===== src/common/lsu_defines.svh =====
/*
  width macros for the load/store unit, shared by the package and the RTL
*/
`ifndef LSU_DEFINES_SVH
`define LSU_DEFINES_SVH

////////////////////////////////////////
// bus widths
////////////////////////////////////////

`define LSU_ADDR_W 32 // byte address
`define LSU_DATA_W 32 // one bus word
`define LSU_BE_W   4  // one enable per byte lane

// byte offset inside a word, selects the lane
`define LSU_OFFS_W 2

`endif


===== src/common/lsu_pkg.sv =====
/*
  types shared by the load/store unit blocks and the testbench
  import with lsu_pkg::* in the module header
*/
`default_nettype none

`include "lsu_defines.svh"

package lsu_pkg;

  // access size, encoding as seen on data_type_ex_i
  // 2'b11 is not named, the RTL treats it as a byte
  typedef enum logic [1:0] {
    LSU_WORD = 2'd0,
    LSU_HALF = 2'd1,
    LSU_BYTE = 2'd2
  } lsu_size_e;

  // request controller states
  typedef enum logic [1:0] {
    ST_IDLE                 = 2'd0, // nothing outstanding
    ST_WAIT_RVALID          = 2'd1, // granted, ex moved on
    ST_WAIT_RVALID_EX_STALL = 2'd2, // granted while ex stalled
    ST_IDLE_EX_STALL        = 2'd3  // data back, ex still stalled
  } lsu_state_e;

endpackage

`default_nettype wire


===== src/verilog/lsu_ctrl_fsm.sv =====
/*
  request controller for the data bus, tracks one outstanding access
  produces req, the ex/wb ready signals, busy and the bus error split
*/
`timescale 1ns/1ps
`default_nettype none

module lsu_ctrl_fsm
  import lsu_pkg::*;
(
  input  wire logic clk,
  input  wire logic rst_n,
  input  wire logic data_req_ex_i,
  input  wire logic ex_valid_i,
  input  wire logic data_gnt_i,
  input  wire logic data_rvalid_i,
  input  wire logic data_err_i,
  input  wire logic data_we_i,
  output logic      data_req_o,
  output logic      lsu_ready_ex_o,
  output logic      lsu_ready_wb_o,
  output logic      load_err_o,
  output logic      store_err_o,
  output logic      busy_o
);

  lsu_state_e state_q;
  lsu_state_e state_d;

  always_ff @(posedge clk or negedge rst_n)
  begin
    if (!rst_n)
      state_q <= ST_IDLE;
    else
      state_q <= state_d;
  end

  ////////////////////////////////////////
  // next state and outputs
  ////////////////////////////////////////
  always_comb
  begin
    state_d        = state_q;
    data_req_o     = 1'b0;
    lsu_ready_ex_o = 1'b1;
    lsu_ready_wb_o = 1'b1;

    case (state_q)
      ST_IDLE:
      begin
        if (data_req_ex_i)
        begin
          data_req_o     = 1'b1;
          lsu_ready_ex_o = data_gnt_i; // held low until the grant
          if (data_gnt_i)
            state_d = ex_valid_i ? ST_WAIT_RVALID : ST_WAIT_RVALID_EX_STALL;
        end
      end

      ST_WAIT_RVALID:
      begin
        lsu_ready_wb_o = data_rvalid_i; // wb waits on the response
        if (data_rvalid_i)
        begin
          // back to back, next request may go out with this rvalid
          state_d = ST_IDLE;
          if (data_req_ex_i)
          begin
            data_req_o     = 1'b1;
            lsu_ready_ex_o = data_gnt_i;
            if (data_gnt_i)
              state_d = ex_valid_i ? ST_WAIT_RVALID : ST_WAIT_RVALID_EX_STALL;
          end
        end
      end

      ST_WAIT_RVALID_EX_STALL:
      begin
        // no new request while ex is frozen
        if (data_rvalid_i)
          state_d = ex_valid_i ? ST_IDLE : ST_IDLE_EX_STALL;
        else if (ex_valid_i)
          state_d = ST_WAIT_RVALID; // stall gone, data not yet
      end

      ST_IDLE_EX_STALL:
      begin
        if (ex_valid_i)
          state_d = ST_IDLE;
      end

      default: state_d = ST_IDLE;
    endcase
  end

  // error only valid with the grant
  assign load_err_o  = data_gnt_i & data_err_i & ~data_we_i;
  assign store_err_o = data_gnt_i & data_err_i & data_we_i;

  assign busy_o = (state_q != ST_IDLE) | data_req_o;

endmodule

`default_nettype wire


===== src/verilog/lsu_load_align.sv =====
/*
  read path: remembers the granted access, extracts and extends load data
  drives the result in the rvalid cycle and holds it for writeback after
*/
`timescale 1ns/1ps
`default_nettype none

`include "lsu_defines.svh"

module lsu_load_align
  import lsu_pkg::*;
(
  input  wire logic                   clk,
  input  wire logic                   rst_n,
  input  wire logic                   data_gnt_i,
  input  wire logic                   data_rvalid_i,
  input  wire logic                   data_we_i,
  input  wire lsu_size_e              data_type_i,
  input  wire logic                   data_sign_ext_i,
  input  wire logic [`LSU_OFFS_W-1:0] addr_offs_i,
  input  wire logic [`LSU_DATA_W-1:0] data_rdata_i,
  output logic      [`LSU_DATA_W-1:0] rdata_ex_o
);

  // attributes of the access in flight
  lsu_size_e              type_q;
  logic [`LSU_OFFS_W-1:0] offs_q;
  logic                   sign_ext_q;
  logic                   we_q;

  logic [`LSU_DATA_W-1:0] rdata_q;   // held result for wb
  logic [`LSU_DATA_W-1:0] rdata_ext; // extended load value
  logic [15:0]            half_sel;
  logic [7:0]             byte_sel;
  logic                   load_done; // rvalid belonging to a load

  ////////////////////////////////////////
  // capture at grant
  ////////////////////////////////////////
  always_ff @(posedge clk or negedge rst_n)
  begin
    if (!rst_n)
    begin
      type_q     <= LSU_WORD;
      offs_q     <= '0;
      sign_ext_q <= 1'b0;
      we_q       <= 1'b0;
    end
    else if (data_gnt_i)
    begin
      // rvalid of the previous access may share this cycle, it still sees old values
      type_q     <= data_type_i;
      offs_q     <= addr_offs_i;
      sign_ext_q <= data_sign_ext_i;
      we_q       <= data_we_i;
    end
  end

  ////////////////////////////////////////
  // lane select and extension
  ////////////////////////////////////////
  always_comb
  begin
    half_sel = offs_q[1] ? data_rdata_i[31:16] : data_rdata_i[15:0]; // bit 0 ignored
    case (offs_q)
      2'd0:    byte_sel = data_rdata_i[7:0];
      2'd1:    byte_sel = data_rdata_i[15:8];
      2'd2:    byte_sel = data_rdata_i[23:16];
      default: byte_sel = data_rdata_i[31:24];
    endcase
  end

  always_comb
  begin
    case (type_q)
      LSU_WORD: rdata_ext = data_rdata_i; // aligned word, as is
      LSU_HALF: rdata_ext = {{(`LSU_DATA_W-16){sign_ext_q & half_sel[15]}}, half_sel};
      default:  rdata_ext = {{(`LSU_DATA_W-8){sign_ext_q & byte_sel[7]}}, byte_sel};
    endcase
  end

  assign load_done = data_rvalid_i & ~we_q;

  // store responses leave the held copy alone
  always_ff @(posedge clk or negedge rst_n)
  begin
    if (!rst_n)
      rdata_q <= '0;
    else if (load_done)
      rdata_q <= rdata_ext;
  end

  assign rdata_ex_o = load_done ? rdata_ext : rdata_q; // bypass in the rvalid cycle

endmodule

`default_nettype wire


===== src/verilog/lsu_req_format.sv =====
/*
  request formatting: address adder, byte enables and store lane rotation
  purely combinational, sits between the execute stage and the bus
*/
`timescale 1ns/1ps
`default_nettype none

`include "lsu_defines.svh"

module lsu_req_format
  import lsu_pkg::*;
(
  input  wire logic [`LSU_ADDR_W-1:0] operand_a_i,
  input  wire logic [`LSU_ADDR_W-1:0] operand_b_i,
  input  wire lsu_size_e              data_type_i,
  input  wire logic [`LSU_DATA_W-1:0] data_wdata_i,
  output logic      [`LSU_ADDR_W-1:0] addr_o,
  output logic      [`LSU_BE_W-1:0]   be_o,
  output logic      [`LSU_DATA_W-1:0] wdata_o
);

  logic [`LSU_OFFS_W-1:0] offs; // byte lane of the address

  assign addr_o = operand_a_i + operand_b_i; // base plus offset
  assign offs   = addr_o[`LSU_OFFS_W-1:0];

  ////////////////////////////////////////
  // byte enables
  ////////////////////////////////////////
  always_comb
  begin
    case (data_type_i)
      LSU_WORD: be_o = 4'b1111; // low bits ignored
      LSU_HALF:
      begin
        // bit 0 ignored, bit 1 picks the pair
        if (offs[1])
          be_o = 4'b1100;
        else
          be_o = 4'b0011;
      end
      default:
      begin
        // byte, also covers encoding 3
        case (offs)
          2'd0:    be_o = 4'b0001;
          2'd1:    be_o = 4'b0010;
          2'd2:    be_o = 4'b0100;
          default: be_o = 4'b1000;
        endcase
      end
    endcase
  end

  // rotate left so register byte 0 sits on the addressed lane
  always_comb
  begin
    case (offs)
      2'd0:    wdata_o = data_wdata_i;
      2'd1:    wdata_o = {data_wdata_i[23:0], data_wdata_i[31:24]};
      2'd2:    wdata_o = {data_wdata_i[15:0], data_wdata_i[31:16]};
      default: wdata_o = {data_wdata_i[7:0],  data_wdata_i[31:8]};
    endcase
  end

endmodule

`default_nettype wire


===== src/verilog/lsu_top.sv =====
/*
  load/store unit top, execute-stage ports on one side and the
  req/gnt/rvalid data bus on the other
*/
`timescale 1ns/1ps
`default_nettype none

`include "lsu_defines.svh"

module lsu_top
  import lsu_pkg::*;
(
  input  wire logic                   clk,
  input  wire logic                   rst_n,

  // execute stage
  input  wire logic                   data_req_ex_i,
  input  wire logic                   data_we_ex_i,
  input  wire lsu_size_e              data_type_ex_i,
  input  wire logic                   data_sign_ext_ex_i,
  input  wire logic [`LSU_DATA_W-1:0] data_wdata_ex_i,
  input  wire logic [`LSU_ADDR_W-1:0] operand_a_ex_i,
  input  wire logic [`LSU_ADDR_W-1:0] operand_b_ex_i,
  input  wire logic                   ex_valid_i,     // ex moves on this cycle
  output logic      [`LSU_DATA_W-1:0] data_rdata_ex_o,
  output logic                        lsu_ready_ex_o,
  output logic                        lsu_ready_wb_o,
  output logic                        load_err_o,
  output logic                        store_err_o,
  output logic                        busy_o,

  // data memory bus
  output logic                        data_req_o,
  input  wire logic                   data_gnt_i,
  input  wire logic                   data_rvalid_i,
  input  wire logic                   data_err_i,     // only with gnt
  output logic      [`LSU_ADDR_W-1:0] data_addr_o,
  output logic                        data_we_o,
  output logic      [`LSU_BE_W-1:0]   data_be_o,
  output logic      [`LSU_DATA_W-1:0] data_wdata_o,
  input  wire logic [`LSU_DATA_W-1:0] data_rdata_i
);

  assign data_we_o = data_we_ex_i;

  ////////////////////////////////////////
  // request side
  ////////////////////////////////////////
  lsu_req_format u_req_format (
    .operand_a_i  (operand_a_ex_i),
    .operand_b_i  (operand_b_ex_i),
    .data_type_i  (data_type_ex_i),
    .data_wdata_i (data_wdata_ex_i),
    .addr_o       (data_addr_o),
    .be_o         (data_be_o),
    .wdata_o      (data_wdata_o)
  );

  lsu_ctrl_fsm u_ctrl_fsm (
    .clk            (clk),
    .rst_n          (rst_n),
    .data_req_ex_i  (data_req_ex_i),
    .ex_valid_i     (ex_valid_i),
    .data_gnt_i     (data_gnt_i),
    .data_rvalid_i  (data_rvalid_i),
    .data_err_i     (data_err_i),
    .data_we_i      (data_we_ex_i),
    .data_req_o     (data_req_o),
    .lsu_ready_ex_o (lsu_ready_ex_o),
    .lsu_ready_wb_o (lsu_ready_wb_o),
    .load_err_o     (load_err_o),
    .store_err_o    (store_err_o),
    .busy_o         (busy_o)
  );

  // response side, attributes taken from the ex inputs at grant
  lsu_load_align u_load_align (
    .clk             (clk),
    .rst_n           (rst_n),
    .data_gnt_i      (data_gnt_i),
    .data_rvalid_i   (data_rvalid_i),
    .data_we_i       (data_we_ex_i),
    .data_type_i     (data_type_ex_i),
    .data_sign_ext_i (data_sign_ext_ex_i),
    .addr_offs_i     (data_addr_o[`LSU_OFFS_W-1:0]),
    .data_rdata_i    (data_rdata_i),
    .rdata_ex_o      (data_rdata_ex_o)
  );

endmodule

`default_nettype wire

===== config.mk =====
export PLATFORM = sky130hd
export DESIGN_NAME = lsu_top
export DESIGN_NICKNAME = d
export VERILOG_FILES = /design/src/common/lsu_pkg.sv /design/src/verilog/lsu_ctrl_fsm.sv /design/src/verilog/lsu_load_align.sv /design/src/verilog/lsu_req_format.sv /design/src/verilog/lsu_top.sv
export VERILOG_INCLUDE_DIRS = /design/src /design/src/common
export SDC_FILE = /design/constraint.sdc
export NUM_CORES = 1
export LEC_CHECK = 0
export BUFFER_PORTS_ARGS = -buffer_cell sky130_fd_sc_hd__buf_4
export CAP_MARGIN = 20
export CORE_AREA = 2 2 118 120
export DETAILED_ROUTE_END_ITERATION = 8
export DIE_AREA = 0 0 120 122
export PLACE_DENSITY_LB_ADDON = 0.12
export SLEW_MARGIN = 25
export SYNTH_ARGS = -nofsm -noshare
export SYNTH_HDL_FRONTEND = slang
export SYNTH_SLANG_ARGS = --single-unit

===== constraint.sdc =====
create_clock -name clk -period 4.4 [get_ports clk]
set_clock_uncertainty 0.05 [all_clocks]
set_input_delay 0.44 -clock clk [delete_from_list [all_inputs] [get_ports clk]]
set_output_delay 0.44 -clock clk [all_outputs]
set_load 0.01 [all_outputs]

Word level (Yosys, flattened, before mapping) --
Index checks and enable logic that the tools add are counted.
Storage, ports and cells: flip-flop bits (word level) 40, output and inout port bits 107
Operators by class: add/subtract/negate cells 1, bitwise operators 9, equality and inequality tests 14, mux-type cells 26, reductions and logical operators 7
Operator list (count):
- 32-bit one-hot mux with 3 select lines | 1
- 32-bit one-hot mux with 2 select lines | 1
- 32-bit adder | 1
- 32-bit two-way mux | 1
- 8-bit one-hot mux with 3 select lines | 1
- 2-bit two-way mux | 10
- 16-bit two-way mux | 1
- 4-bit one-hot mux with 3 select lines | 1
- 2-bit by 1-bit == test with 1-bit output, second input constant | 5
- 2-bit zero test | 5
- 2-bit == test, second input constant | 4
- 2-bit inequality test, second input constant | 4
- 2-bit one-hot mux with 4 select lines | 1
- 4-bit one-hot mux with 2 select lines | 1
- 1-bit bitwise AND | 6
- 1-bit two-way mux | 5
- 5-bit AND reduction | 1
- 4-bit two-way mux | 1
- 1-bit one-hot mux with 2 select lines | 2
- 3-bit inequality test, second input constant | 1
- 1-bit inverter | 2
- 2-bit nonzero test | 1
- 1-bit bitwise OR | 1

Logic depth before layout (Yosys ltp) --
Gate-level depths: netlist of the first run.
word-level depth 5, gate-level depth with buffers 9, depth with buffers taken out 9

By module --
A second synthesis of the first run with hierarchy kept.
Unflattened totals: cell total of the unflattened synthesis 501, area, all modules 4737.0 um2
By module, submodules not included:
- lsu_req_format | cells an instance 280, seq. area each 0.0 um2, times used 1, area an instance 2508.7 um2
- lsu_load_align | cells an instance 202, seq. area each 950.9 um2, times used 1, area an instance 2075.7 um2
- lsu_ctrl_fsm | cells an instance 18, seq. area each 50.0 um2, times used 1, area an instance 145.1 um2
- lsu_top | cells an instance 1, seq. area each 0.0 um2, times used 1, area an instance 7.5 um2

Worst setup path before layout of the first run --
OpenSTA, ideal clock, no wires.
kind input to output, from input operand_a_ex_i[0], to output data_wdata_o[24], slack 1.192 ns, cell stages on the path 6, data required time 3.910 ns, arrival 2.718 ns, buffers on the path 3, cells stage by stage ha_1 -> fa_1 -> clkbuf_1 -> buf_2 -> clkbuf_1 -> mux4_2
Between the ends: cells in the longest elaborated chain, start to end 3
RTL lines:
- start: declaration | RTL line lsu_top.sv:22 | input wire logic [`LSU_ADDR_W-1:0] operand_a_ex_i,
- 32-bit adder * | RTL line lsu_req_format.sv:24 | assign addr_o = operand_a_i + operand_b_i;
- net data_addr_o[1] | RTL line lsu_top.sv:37 | output logic [`LSU_ADDR_W-1:0] data_addr_o,
- 2-bit == test (tied with other cells) | RTL line lsu_req_format.sv:58 | case (offs)
- 32-bit one-hot mux with 3 select lines * | RTL line lsu_req_format.sv:58
- end: declaration | RTL line lsu_top.sv:40 | output logic [`LSU_DATA_W-1:0] data_wdata_o,
Mark *: on every way through the listed nets, which the timed path passes. The rest lies on a longest branch.

Worst setup path after layout of the first run --
from register u_load_align.offs_q[0], to output data_rdata_ex_o[16]
Between the ends: cells in the longest elaborated chain, start to end 5
RTL lines:
- start: declaration | RTL line lsu_load_align.sv:27 | logic [`LSU_OFFS_W-1:0] offs_q;
- start signal: assignment | RTL line lsu_load_align.sv:53 | offs_q <= addr_offs_i;
- 2-bit == test (tied with other cells) | RTL line lsu_load_align.sv:65 | case (offs_q)
- 8-bit one-hot mux with 3 select lines * | RTL line lsu_load_align.sv:65
- 1-bit bitwise AND * | RTL line lsu_load_align.sv:78 | default: rdata_ext = {{(`LSU_DATA_W-8){sign_ext_q & byte_sel[7]}}, byte_sel};
- 32-bit one-hot mux with 2 select lines * | RTL line lsu_load_align.sv:75 | case (type_q)
- 32-bit two-way mux * | RTL line lsu_load_align.sv:93 | assign rdata_ex_o = load_done ? rdata_ext : rdata_q;
- end: declaration | RTL line lsu_top.sv:25 | output logic [`LSU_DATA_W-1:0] data_rdata_ex_o,
Mark *: on every way between the ends. The rest lies on a longest branch, timed or not.

==> results of run 1 <==
-- how the worst max path moves through the flow --
stage	endpoint	slack, ps	depth (start not counted)
floorplan	data_wdata_o[24]	1190	6
global placement	data_addr_o[27]	1090	10
detailed placement	data_addr_o[27]	1060	10
CTS	data_rdata_ex_o[16]	1010	7
global route	data_addr_o[31]	850	10
finish	data_rdata_ex_o[16]	1030	7
-- flip-flops by register name, summed over array words and instances, names as in the netlist --
| signal | count |
|---|---|
| u_load_align.type_q | 2 |
| u_load_align.sign_ext_q | 1 |
| u_load_align.offs_q | 2 |
| u_load_align.we_q | 1 |
| u_ctrl_fsm.state_q | 2 |
| u_load_align.rdata_q | 32 |
-- layout make-up --
class                      instances  area (µm²)  area share, %
clock buffer                       7       152.6          2.288
tap                              180       225.2          3.376
inverter                          12       45.04         0.6753
sequential                        40        1001          15.01
multi-input combinational        443        3392          50.85
timing repair buffer             247        1854          27.80
-- stage by stage --
stage               instance area, µm²  power (mW)
floorplan                         4577       1.137
global placement                  6515       1.664
detailed placement                6515       1.677
CTS                               6668       2.060
global route                      6670       2.177
finish                            6670       2.044
-- worst max-delay path: cells and delay by family, from the launching register on --
| kind | cells | cell delay, ps |
|---|---|---|
| simple gates | 3 | 410 |
| buf+inv | 1 | 150 |
| compound gates | 2 | 740 |
| flops | 1 | 690 |
| mux | 1 | 600 |
-- per-layer routing --
metal	share of wire (%)	wire length, µm	vias up
li1	-	-	2403
met1	42	6283	2360
met2	50	7491	218
met3	6.5	978	18
met4	1.5	231	0
met5	0	0	-
-- report_power, final --
group,internal [mW],switching [mW]
registers,0.445,0.0455
clock network,0.238,0.137
logic,0.604,0.574
-- synth_stat cells, drive strengths merged, types with 8 or more instances --
| cell | count | area, µm² |
|---|---|---|
| a21oi | 82 | 410.4 |
| nand2 | 76 | 290.3 |
| nor2 | 58 | 220.2 |
| dfrtp | 40 | 1001 |
| mux4 | 40 | 900.9 |
| ha | 31 | 387.9 |
| o21ai | 27 | 135.1 |
| clkbuf | 20 | 77.57 |
| xnor2 | 17 | 148.9 |
| nand3 | 15 | 75.07 |
| inv | 12 | 45.04 |
| buf | 11 | 68.81 |
| xor2 | 11 | 96.34 |
| o22a | 8 | 70.07 |
-- kinds of logic after synthesis --
kind of cell             count (synthesis)  share of synthesized area (%)
buffers and inverters                   43                          4.182
AND/OR/NAND/NOR                        175                          16.73
multiplexers                            48                          21.60
flip-flops                              40                          21.87
adder cells (fa/ha/maj)                 32                          8.912
AO/OA/AOI/OAI                          160                          21.35
XOR/XNOR                                28                          5.358
==> run summary, run 1 <==
The flow ran to the end, and the final reports show no timing, DRC or antenna violations. The total wirelength of the detailed-routed design is between 10000 and 15000 µm. The warning count from the yosys run came out at 0.

The library cell contributing the largest single delay on the critical path is sky130_fd_sc_hd__dfrtp_1. The tightest hold path in the finished design has a slack of just over 80 ps. Walking the worst path, the cells encountered are mux4_2 > nand3_1 > nand2_1 > a41o_1 > a21oi_1 > nor2_1 > buf_4. The first global-routing pass estimated 23750 µm of wire. The net count of the finished layout is 920. The number of setup buffers added after CTS came out at 0. After legalization and detailed placement, the total HPWL measured roughly 12000 µm. The number of hold buffers added after cts came out at 0. The total CTS buffers is 5. The number of global-route vias before repair is just under 5k. The aggregate global routing overflow came out at 0. The final number of max-transition violations came to 0. The total number of vias came out at around 5.0k. The post-synthesis to final-layout area growth came out at 45.74%. The post-synthesis sequential element count is 40. The met1 track demand over resource in global routing is between 20% and 30%.

The worst register-to-register path ends at u_load_align.rdata_q[20]$_DFF_PN0_. The die covers approximately 15000 µm². Dividing the synthesized area by the synthesized cell count gives around 8.7 µm².

The DRC marker count from the first detailed-route iteration came out at 270. The summed negative setup slack over all endpoints is 0 ps. The required time at the worst-slack endpoint came out at between 3000 and 4000 ps. The post-placement setup slack is ~1100 ps. In the synthesized netlist the dominant register cell turns out to be sky130_fd_sc_hd__dfrtp_1.

The count of unique library cells instantiated by Yosys is 57. In this run the remaining antenna-violating nets after routing total 0. The CTS tree is yes. Setup repair after global routing left no endpoint under its margin.

The initial utilization of the core area, before any placement, comes to ~34%. The clock reaches the later pin of the worst-skew pair after approximately 280 ps. Leaving out filler cells and counting taps, the final layout contains a little over 900. The kind of start point of the critical path is a flop.

Data on the critical path arrives at its endpoint at between 2000 and 3000 ps. The max-slew headroom at the worst pin is around a third. The synthesized netlist net count came out at 697.

The clock edge transition at the registers on the reported setup and hold paths came out at approximately 60 ps. The routed via count divided by cell count came out at between 5 and 6. met2 is the most crowded layer.

Counting I/O delays and the setup requirement, the final critical path takes about 3400 ps. The number of antenna violations at the first check in global routing came to 0. The total power divided by cell area is 306.4 nW/µm². The max capacitance violation total is 0. For the pin with the worst max-slew slack, the measured transition is between 900 and 1000 ps. Counting flops with a built-in enable in the synthesized netlist gives 0. The number of placed instances, taps included is just over 900. The count of buffers from port buffering is ~250. Measured on the finished design, the core utilization comes to slightly below 50%. The H-tree generated during clock tree synthesis spans 2 levels. The largest stage delay on the critical path is 690 ps.

The ratio of cells with drive above 1 in the final layout is between 40% and 50%. Once routing completed, OpenROAD measured the worst setup slack at between 1000 and 1500 ps. In this run the horizontal extent of the chip is about 120 µm. Entering global routing, the biggest net connects 41 pins. The post-synth design cell area came out at around 4600 µm².

The worst register-to-register path begins at u_load_align.offs_q[0]$_DFFE_PN0P_. The antenna diode count is 0. The met2 demand-to-capacity share in global routing came out at between 30% and 40%.

STA classifies the critical path endpoint as an output port. The final estimated routing congestion in global placement came out at roughly 0.9. The total iterations of the first detailed-routing run came out at 5. The top cell types in the final layout, fill and taps aside, are 247 x sky130_fd_sc_hd__buf_4, 82 x sky130_fd_sc_hd__a21oi_1, 74 x sky130_fd_sc_hd__nand2_1. The worst register-to-register path has a depth of 6. For this run, the total global-route usage over all layers was measured as approximately a fifth. After layout, the worst path uses 76.50% of the clock period. In this run the worst hold path is classified as in -> async. Sequential elements use between 20% and 30% of the synthesized area. The core region is 13500 µm².

In this run the worst setup path begins at u_load_align.offs_q[0]$_DFFE_PN0P_. The final-layout fill cell count is about 1.3k. Counting every sink on the clock net gives 40.

The hold violation count in the final report came out at 0. Counting every instance in the synthesized netlist gives 526. The worst setup path is of the reg -> out kind.

The root buffer cell chosen for the clock tree is sky130_fd_sc_hd__clkbuf_16. The worst supply voltage drop on vdd came out at between 0.1 and 0.15 mV. The register-to-register setup slack is between 1500 and 2000 ps. The post-cts repair resize count is 0. The number of buffers between clock root and the deepest sink came out at 2.

The routed wire length per instance came out at 16.13 µm. Setup violations remaining at the end of the flow were counted as 0. The number of core rows is 43. The number of remaining DRC errors is 0.

The timing-limited maximum frequency is just under 300 MHz. The met3 track demand over resource in global routing is ~2.8%. The leakage power summed over all cells came out at around 3.1 nW. The post-synthesis async set-or-reset flop share came out at 100.0%. The highest net fanout along the worst path came out at 16.

Leaving out fill and tap cells, the most frequent cell in the layout is sky130_fd_sc_hd__buf_4. The number of top-level pins came out at 246. The vertical die dimension came out at 122 µm.
Power figures use the tool's default switching activity.
==> inputs of run 2 (changes only) <==
--- a/config.mk
+++ b/config.mk
@@ -6,11 +6,12 @@
 export SDC_FILE = /design/constraint.sdc
 export NUM_CORES = 1
 export LEC_CHECK = 0
+export ABC_AREA = 1
 export BUFFER_PORTS_ARGS = -buffer_cell sky130_fd_sc_hd__buf_4
 export CAP_MARGIN = 20
-export CORE_AREA = 2 2 118 120
+export CORE_AREA = 2 2 129 131
 export DETAILED_ROUTE_END_ITERATION = 8
-export DIE_AREA = 0 0 120 122
+export DIE_AREA = 0 0 131 133
 export PLACE_DENSITY_LB_ADDON = 0.12
 export SLEW_MARGIN = 25
 export SYNTH_ARGS = -nofsm -noshare
==> constraint.sdc (replaced) <==
create_clock -name clk -period 3.3 [get_ports clk]
set_clock_uncertainty 0.05 [all_clocks]
set_input_delay 0.33 -clock clk [delete_from_list [all_inputs] [get_ports clk]]
set_output_delay 0.33 -clock clk [all_outputs]
set_load 0.01 [all_outputs]
==> run 2 against run 1 <==
  * Sequential power grew 33%
  * Hold slack gained 120 ps
  * Cell area grew 15%
  * Register-to-register slack lost 640 ps
  * Cell count grew 53%
  * Routed wire length grew 28%
  * Combinational power grew 47%
  * Critical path type is now in -> out
  * Largest power group unchanged
  * Highest routed layer unchanged
==> run summary, run 2 <==
In this run, synthesis produced a sequential element count of 40. The kind of path behind the tightest hold check is in -> reg. The leakage power summed over all cells came out at ~4.4 nW. u_load_align.rdata_q holds more flip-flops than any other register. Setup repair after global routing left no endpoint under its margin. The type of the setup path with the least slack is in -> out. Clock tree synthesis inserted a total of 5 buffers. The highest net fanout along the worst path is 22. The required time at the worst-slack endpoint is 2920 ps.

The total number of vias is a little under 7k. The count of buffers from port buffering is 245. The aggregate global routing overflow is 0. After clock tree synthesis, the setup repair step added 0 buffers. The number of global-route vias before repair is about 6.2k.

The warning count from the yosys run is 0. Across every metal layer, demand over resource in global routing totals a little over a fifth. The transition time at the pin with the least slew margin came out at 713.1 ps.

The startpoint of the most critical hold path is data_sign_ext_ex_i. The number of buffers between clock root and the deepest sink is 2. The register-to-register setup slack is between 1000 and 1500 ps.

The most common cell after layout, fill and taps aside is sky130_fd_sc_hd__nand2_1. The top cell type by area accounts for about a fifth of the synthesized area. The net count of the finished layout is ~1.4k. The finished layout cell area came out at 7669 µm². The number of remaining DRC errors is 0. The register with the most flip-flops in the layout has 32 of them. The total half-perimeter wirelength after legalization and detailed placement is between 15000 and 20000 µm.

The clock share of power came out at between 15 and 20%. The starting utilization of the core area came out at between 30% and 40%. Once placement finished, the instance area stood at ~7500 µm².

The max capacitance violation total is 0. The width of the die is around 130 µm. The worst hold path terminates at u_load_align.sign_ext_q$_DFFE_PN0P_. The core region is between 15000 and 20000 µm².

The power share of the combinational group is between 60% and 70%. The count of unique library cells instantiated by Yosys came out at 39. The sequential fraction of the synthesis area is between 10% and 20%. Counting flops with a built-in enable in the synthesized netlist gives 0. The post-synthesis to final-layout area growth came out at 39.20%. Setup violations remaining at the end of the flow were counted as 0. The endpoint identified for the worst register-to-register timing path is u_load_align.rdata_q[18]$_DFF_PN0_. The average cell area after synthesis is 5.703 µm². The instance count along the most critical hold path is 3. The DRC marker count from the first detailed-route iteration is ~510. For this run, the detailed router's first-pass iteration total came to 5. The number of instances in the synthesized netlist is between 900 and 1k. The summed negative setup slack over all endpoints came out at 0 ps.

The flow ran to the end, and the final reports show no timing, DRC or antenna violations. The worst supply voltage drop on vdd is 0.2038 mV. The element type at the critical path end is an output port. The root buffer cell chosen for the clock tree is sky130_fd_sc_hd__clkbuf_16.

The number of standard cells in the final layout excluding fillers is between 1k and 1.5k. Among all flip-flop cells after synthesis, the most frequent one is sky130_fd_sc_hd__dfrtp_1. Based on the critical path, the design can be clocked at up to ~350 MHz. The max-slew headroom at the worst pin is a little over half. The final estimated routing congestion in global placement is around 0.90.

The post-route fraction of the period consumed by the critical path is slightly below 90%. The internal power is between 1.5 and 2 mW. The final number of max-transition violations is 0. The clock network latency to the later pin of the worst-skew pair is 280 ps.

The pin count of the biggest net entering global routing is 41. The H-tree generated during clock tree synthesis spans 2 levels. Yosys attributes the largest share of cell area to sky130_fd_sc_hd__nand2_1 21%, sky130_fd_sc_hd__dfrtp_1 18%, sky130_fd_sc_hd__inv_1 12%. The switching fraction of total power is a little over two fifths. The routed wire length per instance is between 10 and 15 µm. The vertical die dimension is ~130 µm. The net switching component of the power is about 1.2 mW.

STA classifies the critical path startpoint as an input port. The number of top-level pins is roughly 250. Of all cell types, the one taking the most synthesized area is sky130_fd_sc_hd__nand2_1. The routed via count divided by cell count came out at ~4.7. The CTS tree is yes. The hold violation count in the final report is 0. The antenna diode count came out at 0. The number of antenna violations at the first check in global routing is 0. The CTS sink count came out at 40. The total power divided by cell area came out at 376.0 nW/µm². Counting cells, the worst reg-to-reg path comes to 8.

The total wirelength of the detailed-routed design came out at between 15000 and 20000 µm. The first-pass GRT wire length is 30060 µm. The floorplan step defined a die boundary enclosing around 17000 µm². The number of placed instances, taps included, is roughly 1.4k.

Clock-pin slew was measured on the worst setup and hold paths at 50 ps. The part of the power in registers came out at 22.7%. At the worst endpoint, the arrival time is 2500 ps. The overall power came out at 2.884 mW. The post-synthesis async set-or-reset flop share came out at 100.0%. The residual antenna-violating net count after detailed routing came out at 0. The launch instance of the worst register-to-register path is u_load_align.offs_q[1]$_DFFE_PN0P_.

The synthesized netlist net count came out at 1137. Cells with a size suffix above 1 make up between 20% and 30% of the layout. In the layout the commonest cells are 309 x sky130_fd_sc_hd__nand2_1, 252 x sky130_fd_sc_hd__buf_4, 181 x sky130_fd_sc_hd__inv_1. The post-cts repair resize count came out at 0. Sorting the synthesized cells by how often they occur yields 309 x sky130_fd_sc_hd__nand2_1, 181 x sky130_fd_sc_hd__inv_1, 89 x sky130_fd_sc_hd__nor2_1. sky130_fd_sc_hd__nand2_1 is the most common cell in the netlist. The minimum period implied by the final worst setup slack is between 2000 and 3000 ps. The number of core rows is between 40 and 50. In this run the cell area of the synthesized design comes to between 5000 and 6000 µm².
[run 2: cell types whose count changed after synthesis, sizes merged, moves of 12 or more]
cell	delta
mux4	-40
nand3	+20
o22ai	+32
buf	+12
nor2	+33
nand2	+234
o21ai	+30
a31oi	+20
xnor2	-16
clkbuf	-14
inv	+181
a21oi	-13
[run 2: logic make-up (layout without fill, tap and decap cells)]
| group | Yosys count | after routing | synth area share (%) |
|---|---|---|---|
| AOI/OAI and AO/OA | 206 | 206 | 22.71 |
| buffers and inverters | 223 | 455 | 16.37 |
| xor gates and xnor gates | 16 | 16 | 2.544 |
| adders and majority gates | 32 | 32 | 7.404 |
| DFF | 40 | 40 | 18.17 |
| and+or+nand+nor | 449 | 449 | 32.80 |
[run 2: layout make-up]
cell class,instances,area [µm²]
Clock inverter,2,10.01
Clock buffer,6,138.9
Fill cell,1788,8503
Inverter,194,728.2
Sequential cell,40,1001
Tap cell,220,275.3
Timing Repair Buffer,253,1902
Multi-Input combinational cell,703,3613
[run 2: how the worst max path moves through the flow]
stage	cells after the start	from	to
2_1_floorplan	9	operand_a_ex_i[0]	data_wdata_o[11]
6_report	10	operand_a_ex_i[0]	data_wdata_o[24]
3_3_place_gp	10	operand_a_ex_i[0]	data_wdata_o[25]
3_5_place_dp	10	operand_a_ex_i[0]	data_wdata_o[30]
4_1_cts	10	operand_a_ex_i[0]	data_wdata_o[30]
5_1_grt	10	operand_a_ex_i[0]	data_wdata_o[3]
[run 2: power groups by stage]
stage	clock [mW]	combinational [mW]	sequential, mW
after CTS	0.505	1.75	0.654
after global routing	0.524	1.92	0.666
after detailed placement	0	1.74	0.663
after global placement	0	1.74	0.660
after floorplan	0	0.994	0.635
final	0.490	1.74	0.653
[run 2: layer usage]
layer	routed length [µm]	GRT usage [%]	vias to the layer above
met1	8958	28.87	2944
met5	0	0	-
met2	8719	35.12	211
met3	1043	2.305	28
li1	-	-	3542
met4	398	5.378	0
[run 2: timing repair]
action,4_1_cts,5_1_grt
endpoints found under the setup margin,0,0
hold endpoints to repair,15,0
hold buffers,1,0
[run 2: worst max-delay path, stage by stage]
cell and delay (ps):
sky130_fd_sc_hd__buf_4 110, sky130_fd_sc_hd__ha_1 220, sky130_fd_sc_hd__fa_1 550, sky130_fd_sc_hd__inv_2 120
sky130_fd_sc_hd__nor2_1 60, sky130_fd_sc_hd__inv_1 540, sky130_fd_sc_hd__o22ai_1 130, sky130_fd_sc_hd__a21oi_1 170
sky130_fd_sc_hd__o21ai_0 110, sky130_fd_sc_hd__buf_4 150
[run 2: through the flow]
stage | setup slack [ps] | utilization [%] | hold WS (ps)
final | 419.4 | 47.42 | 205.9
after floorplan | 956.7 | - | -15.59
after detailed placement | 440.0 | 46.44 | 301.3
after CTS | 446.3 | 47.42 | 203.4
after global placement | 536.1 | 46.44 | 297.8
after global routing | 248.9 | 47.42 | 218.1
==> inputs of run 3 (changes only) <==
--- a/config.mk
+++ b/config.mk
@@ -12,7 +12,8 @@
 export CORE_AREA = 2 2 129 131
 export DETAILED_ROUTE_END_ITERATION = 8
 export DIE_AREA = 0 0 131 133
-export PLACE_DENSITY_LB_ADDON = 0.12
+export MAX_ROUTING_LAYER = met4
+export PLACE_DENSITY = 0.59
 export SLEW_MARGIN = 25
 export SYNTH_ARGS = -nofsm -noshare
 export SYNTH_HDL_FRONTEND = slang
==> run 3 against run 2 <==
  * Clock-buffer cell count stayed put
  * Combinational power hardly changed
  * Non-clock buffer count is 1 higher
  * Total power is 0.56% lower
  * Cell area hardly changed
  * Critical endpoint is now data_wdata_o[17]
==> run summary, run 3 (synthesis results as in run 2) <==
Clock-pin slew was measured on the worst setup and hold paths at approximately 50 ps. For the pin with the worst max-slew slack, the measured transition is approximately 540 ps. The initialized floorplan defines 47 standard-cell rows. The clock reaches the later pin of the worst-skew pair after between 200 and 300 ps.

In this run the count of I/O pins placed on the die edge is around 250. The post-synthesis to final-layout area growth came out at 39.06%. The final-layout fill cell count came out at approximately 1.8k. The number of flip-flops under the largest register name came out at 32. Before antenna repair, the detailed router went through 5 iterations. The max capacitance violation total is 0.

Of the cells placed in the final design, the portion with a size suffix greater than 1 is approximately a quarter. In this run the cell area measured after placement is roughly 7500 µm². The cell chosen for the clock root is sky130_fd_sc_hd__clkbuf_16. The first global-routing pass estimated 31300 µm of wire. Net switching is about 43% of the power.

The met2 demand-to-capacity share in global routing is roughly 37%. The total number of vias came out at roughly 6.8k. In the routed design, unresolved DRC markers number 0.

The highest net fanout along the worst path came out at 29. STA classifies the critical path startpoint as an input port. The number of buffers between clock root and the deepest sink came out at 2.

The clock network accounts for 16.1% of the total power. The required time at the worst-slack endpoint came out at just under 3000 ps. The count of buffers from port buffering is approximately 250.

0 antenna diodes ended up in the layout. The total die area is around 17000 µm². The worst supply voltage drop on vdd came out at 0.1940 mV.

The final estimated routing congestion in global placement is around 1. The run finished with clean final reports. Once detail routing completed, the nets flagged for antenna violations numbered 0.

Measured along the y axis, the die boundary spans around 130 µm. The core region area came out at approximately 16000 µm². The tightest min-delay check is of the in -> reg type. Setup repair after global routing left no endpoint under its margin.

The global routing stage identified its most utilized layer as met2. The DRC marker count from the first detailed-route iteration is ~370. The aggregate global routing overflow came out at 0. TritonCTS built the clock tree. The register with the most flip-flops in the final layout is u_load_align.rdata_q. The starting utilization of the core area came out at 34.07%. The part of the power in registers came out at 22.6%. The met3 track demand over resource in global routing came out at 1.658%. The number of antenna violations at the first check in global routing came out at 0. The net switching component of the power is between 1 and 1.5 mW. The net count of the finished layout is between 1k and 1.5k.

The final number of max-transition violations is 0. The hold violation count in the final report is 0. The global-route usage over all layers came out at between 20% and 30%. STA classifies the critical path endpoint as an output port. The routed wire length per instance is between 10 and 15 µm.

Clock tree synthesis inserted a total of 5 buffers. The library cell used most frequently in the layout, excluding fill and tap cells, is sky130_fd_sc_hd__nand2_1. Setup total negative slack on the finished layout was measured at 0 ps. The number of global-route vias before repair is 6315. The met1 track demand over resource in global routing is ~31%. In the layout the commonest cells are 309 x sky130_fd_sc_hd__nand2_1, 253 x sky130_fd_sc_hd__buf_4, 181 x sky130_fd_sc_hd__inv_1. The leakage power summed over all cells is between 4 and 5 nW. The max-slew headroom at the worst pin is 64.31%. The total power divided by cell area is ~370 nW/µm². The count of endpoints failing setup in the final report is 0. The total wirelength of the detailed-routed design came out at 19830 µm. Of the available clock period, the critical path in the final layout requires 82.01%. Data on the critical path arrives at its endpoint at 2330 ps. CTS built an H-tree with a depth of 2.

Timing would allow up to around 370 MHz. Counting every sink on the clock net gives 40. The power share of the combinational group came out at between 60% and 70%. The width of the die came out at roughly 130 µm. The minimum period implied by the final worst setup slack is 2706 ps. The total half-perimeter wirelength after legalization and detailed placement came out at 16700 µm. The worst setup path is of the in -> out kind. The internal power is 1.639 mW. The routed via count divided by cell count is between 4 and 5. The finished layout cell area came out at between 7000 and 8000 µm². The pin count of the biggest net entering global routing is 41.
==> run 3: changes by cell type in the layout (fill, tap and decap cells not counted) <==
cell,previous run,this run
sky130_fd_sc_hd__clkinv_2,2,1
sky130_fd_sc_hd__clkbuf_8,1,0
sky130_fd_sc_hd__clkbuf_1,0,1
sky130_fd_sc_hd__buf_4,252,253
==> run 3: per-layer routing <==
metal	routed length, µm	share of wire [%]
met5	0	0
met3	1110	5.6
met4	280	1.4
met2	9225	47
met1	9216	46
==> run 3: cell type report <==
type                            instances  area [µm²]  area share [%]
Sequential cell                        40        1001           13.07
Clock inverter                          1       5.005         0.06533
Clock buffer                            6       128.9           1.682
Multi-Input combinational cell        703        3613           47.17
Inverter                              194       728.2           9.505
Tap cell                              220       275.3           3.593
Timing Repair Buffer                  254        1909           24.92
==> run 3: final timing paths <==
check | slack [ps] | to | startpoint | cells after the start
setup / recovery | 590 | data_wdata_o[17] | operand_a_ex_i[0] | 10
min in group asynchronous | 500 | u_load_align.rdata_q[21]$_DFF_PN0_ | rst_n | 2
max in group asynchronous | 2310 | u_load_align.rdata_q[4]$_DFF_PN0_ | rst_n | 2
hold / removal | 190 | u_load_align.sign_ext_q$_DFFE_PN0P_ | data_sign_ext_ex_i | 3
setup reg to reg | 1350 | u_load_align.rdata_q[15]$_DFF_PN0_ | u_load_align.type_q[1]$_DFFE_PN0P_ | 5
hold reg to reg | 430 | u_load_align.rdata_q[18]$_DFF_PN0_ | u_load_align.rdata_q[18]$_DFF_PN0_ | 2
==> run 3: through the flow <==
stage	util (%)	total power, mW	setup WS, ps	instances	hold WS [ps]
2_1_floorplan	-	1.629	956.7	966	-15.59
3_3_place_gp	46.48	2.411	649.1	1410	301.0
3_5_place_dp	46.48	2.415	615.3	1410	299.2
4_1_cts	47.37	2.891	612.2	1418	193.3
5_1_grt	47.37	3.115	425.5	1418	197.9
6_report	47.37	2.867	593.8	1418	194.5
==> run 3: critical path, cell delays in order <==
cell                      delay (ps)
sky130_fd_sc_hd__buf_4           110
sky130_fd_sc_hd__ha_1            240
sky130_fd_sc_hd__fa_1            640
sky130_fd_sc_hd__inv_2            80
sky130_fd_sc_hd__nand2_1          60
sky130_fd_sc_hd__buf_4           310
sky130_fd_sc_hd__o22ai_1         120
sky130_fd_sc_hd__a21oi_1         110
sky130_fd_sc_hd__o21ai_0         130
sky130_fd_sc_hd__buf_4           180
==> run 3: power by group through the flow <==
| stage | sequential (mW) | clock [mW] | combinational, mW |
|---|---|---|---|
| floorplan | 0.635 | 0 | 0.994 |
| CTS | 0.647 | 0.478 | 1.77 |
| global route | 0.661 | 0.503 | 1.95 |
| detailed placement | 0.656 | 0 | 1.76 |
| global placement | 0.653 | 0 | 1.76 |
| finish | 0.647 | 0.461 | 1.76 |
==> run 3: timing repair <==
action,CTS,global route
buffers inserted,0,0
hold endpoints to repair,24,0
hold buffers,1,0
resized for setup,0,0
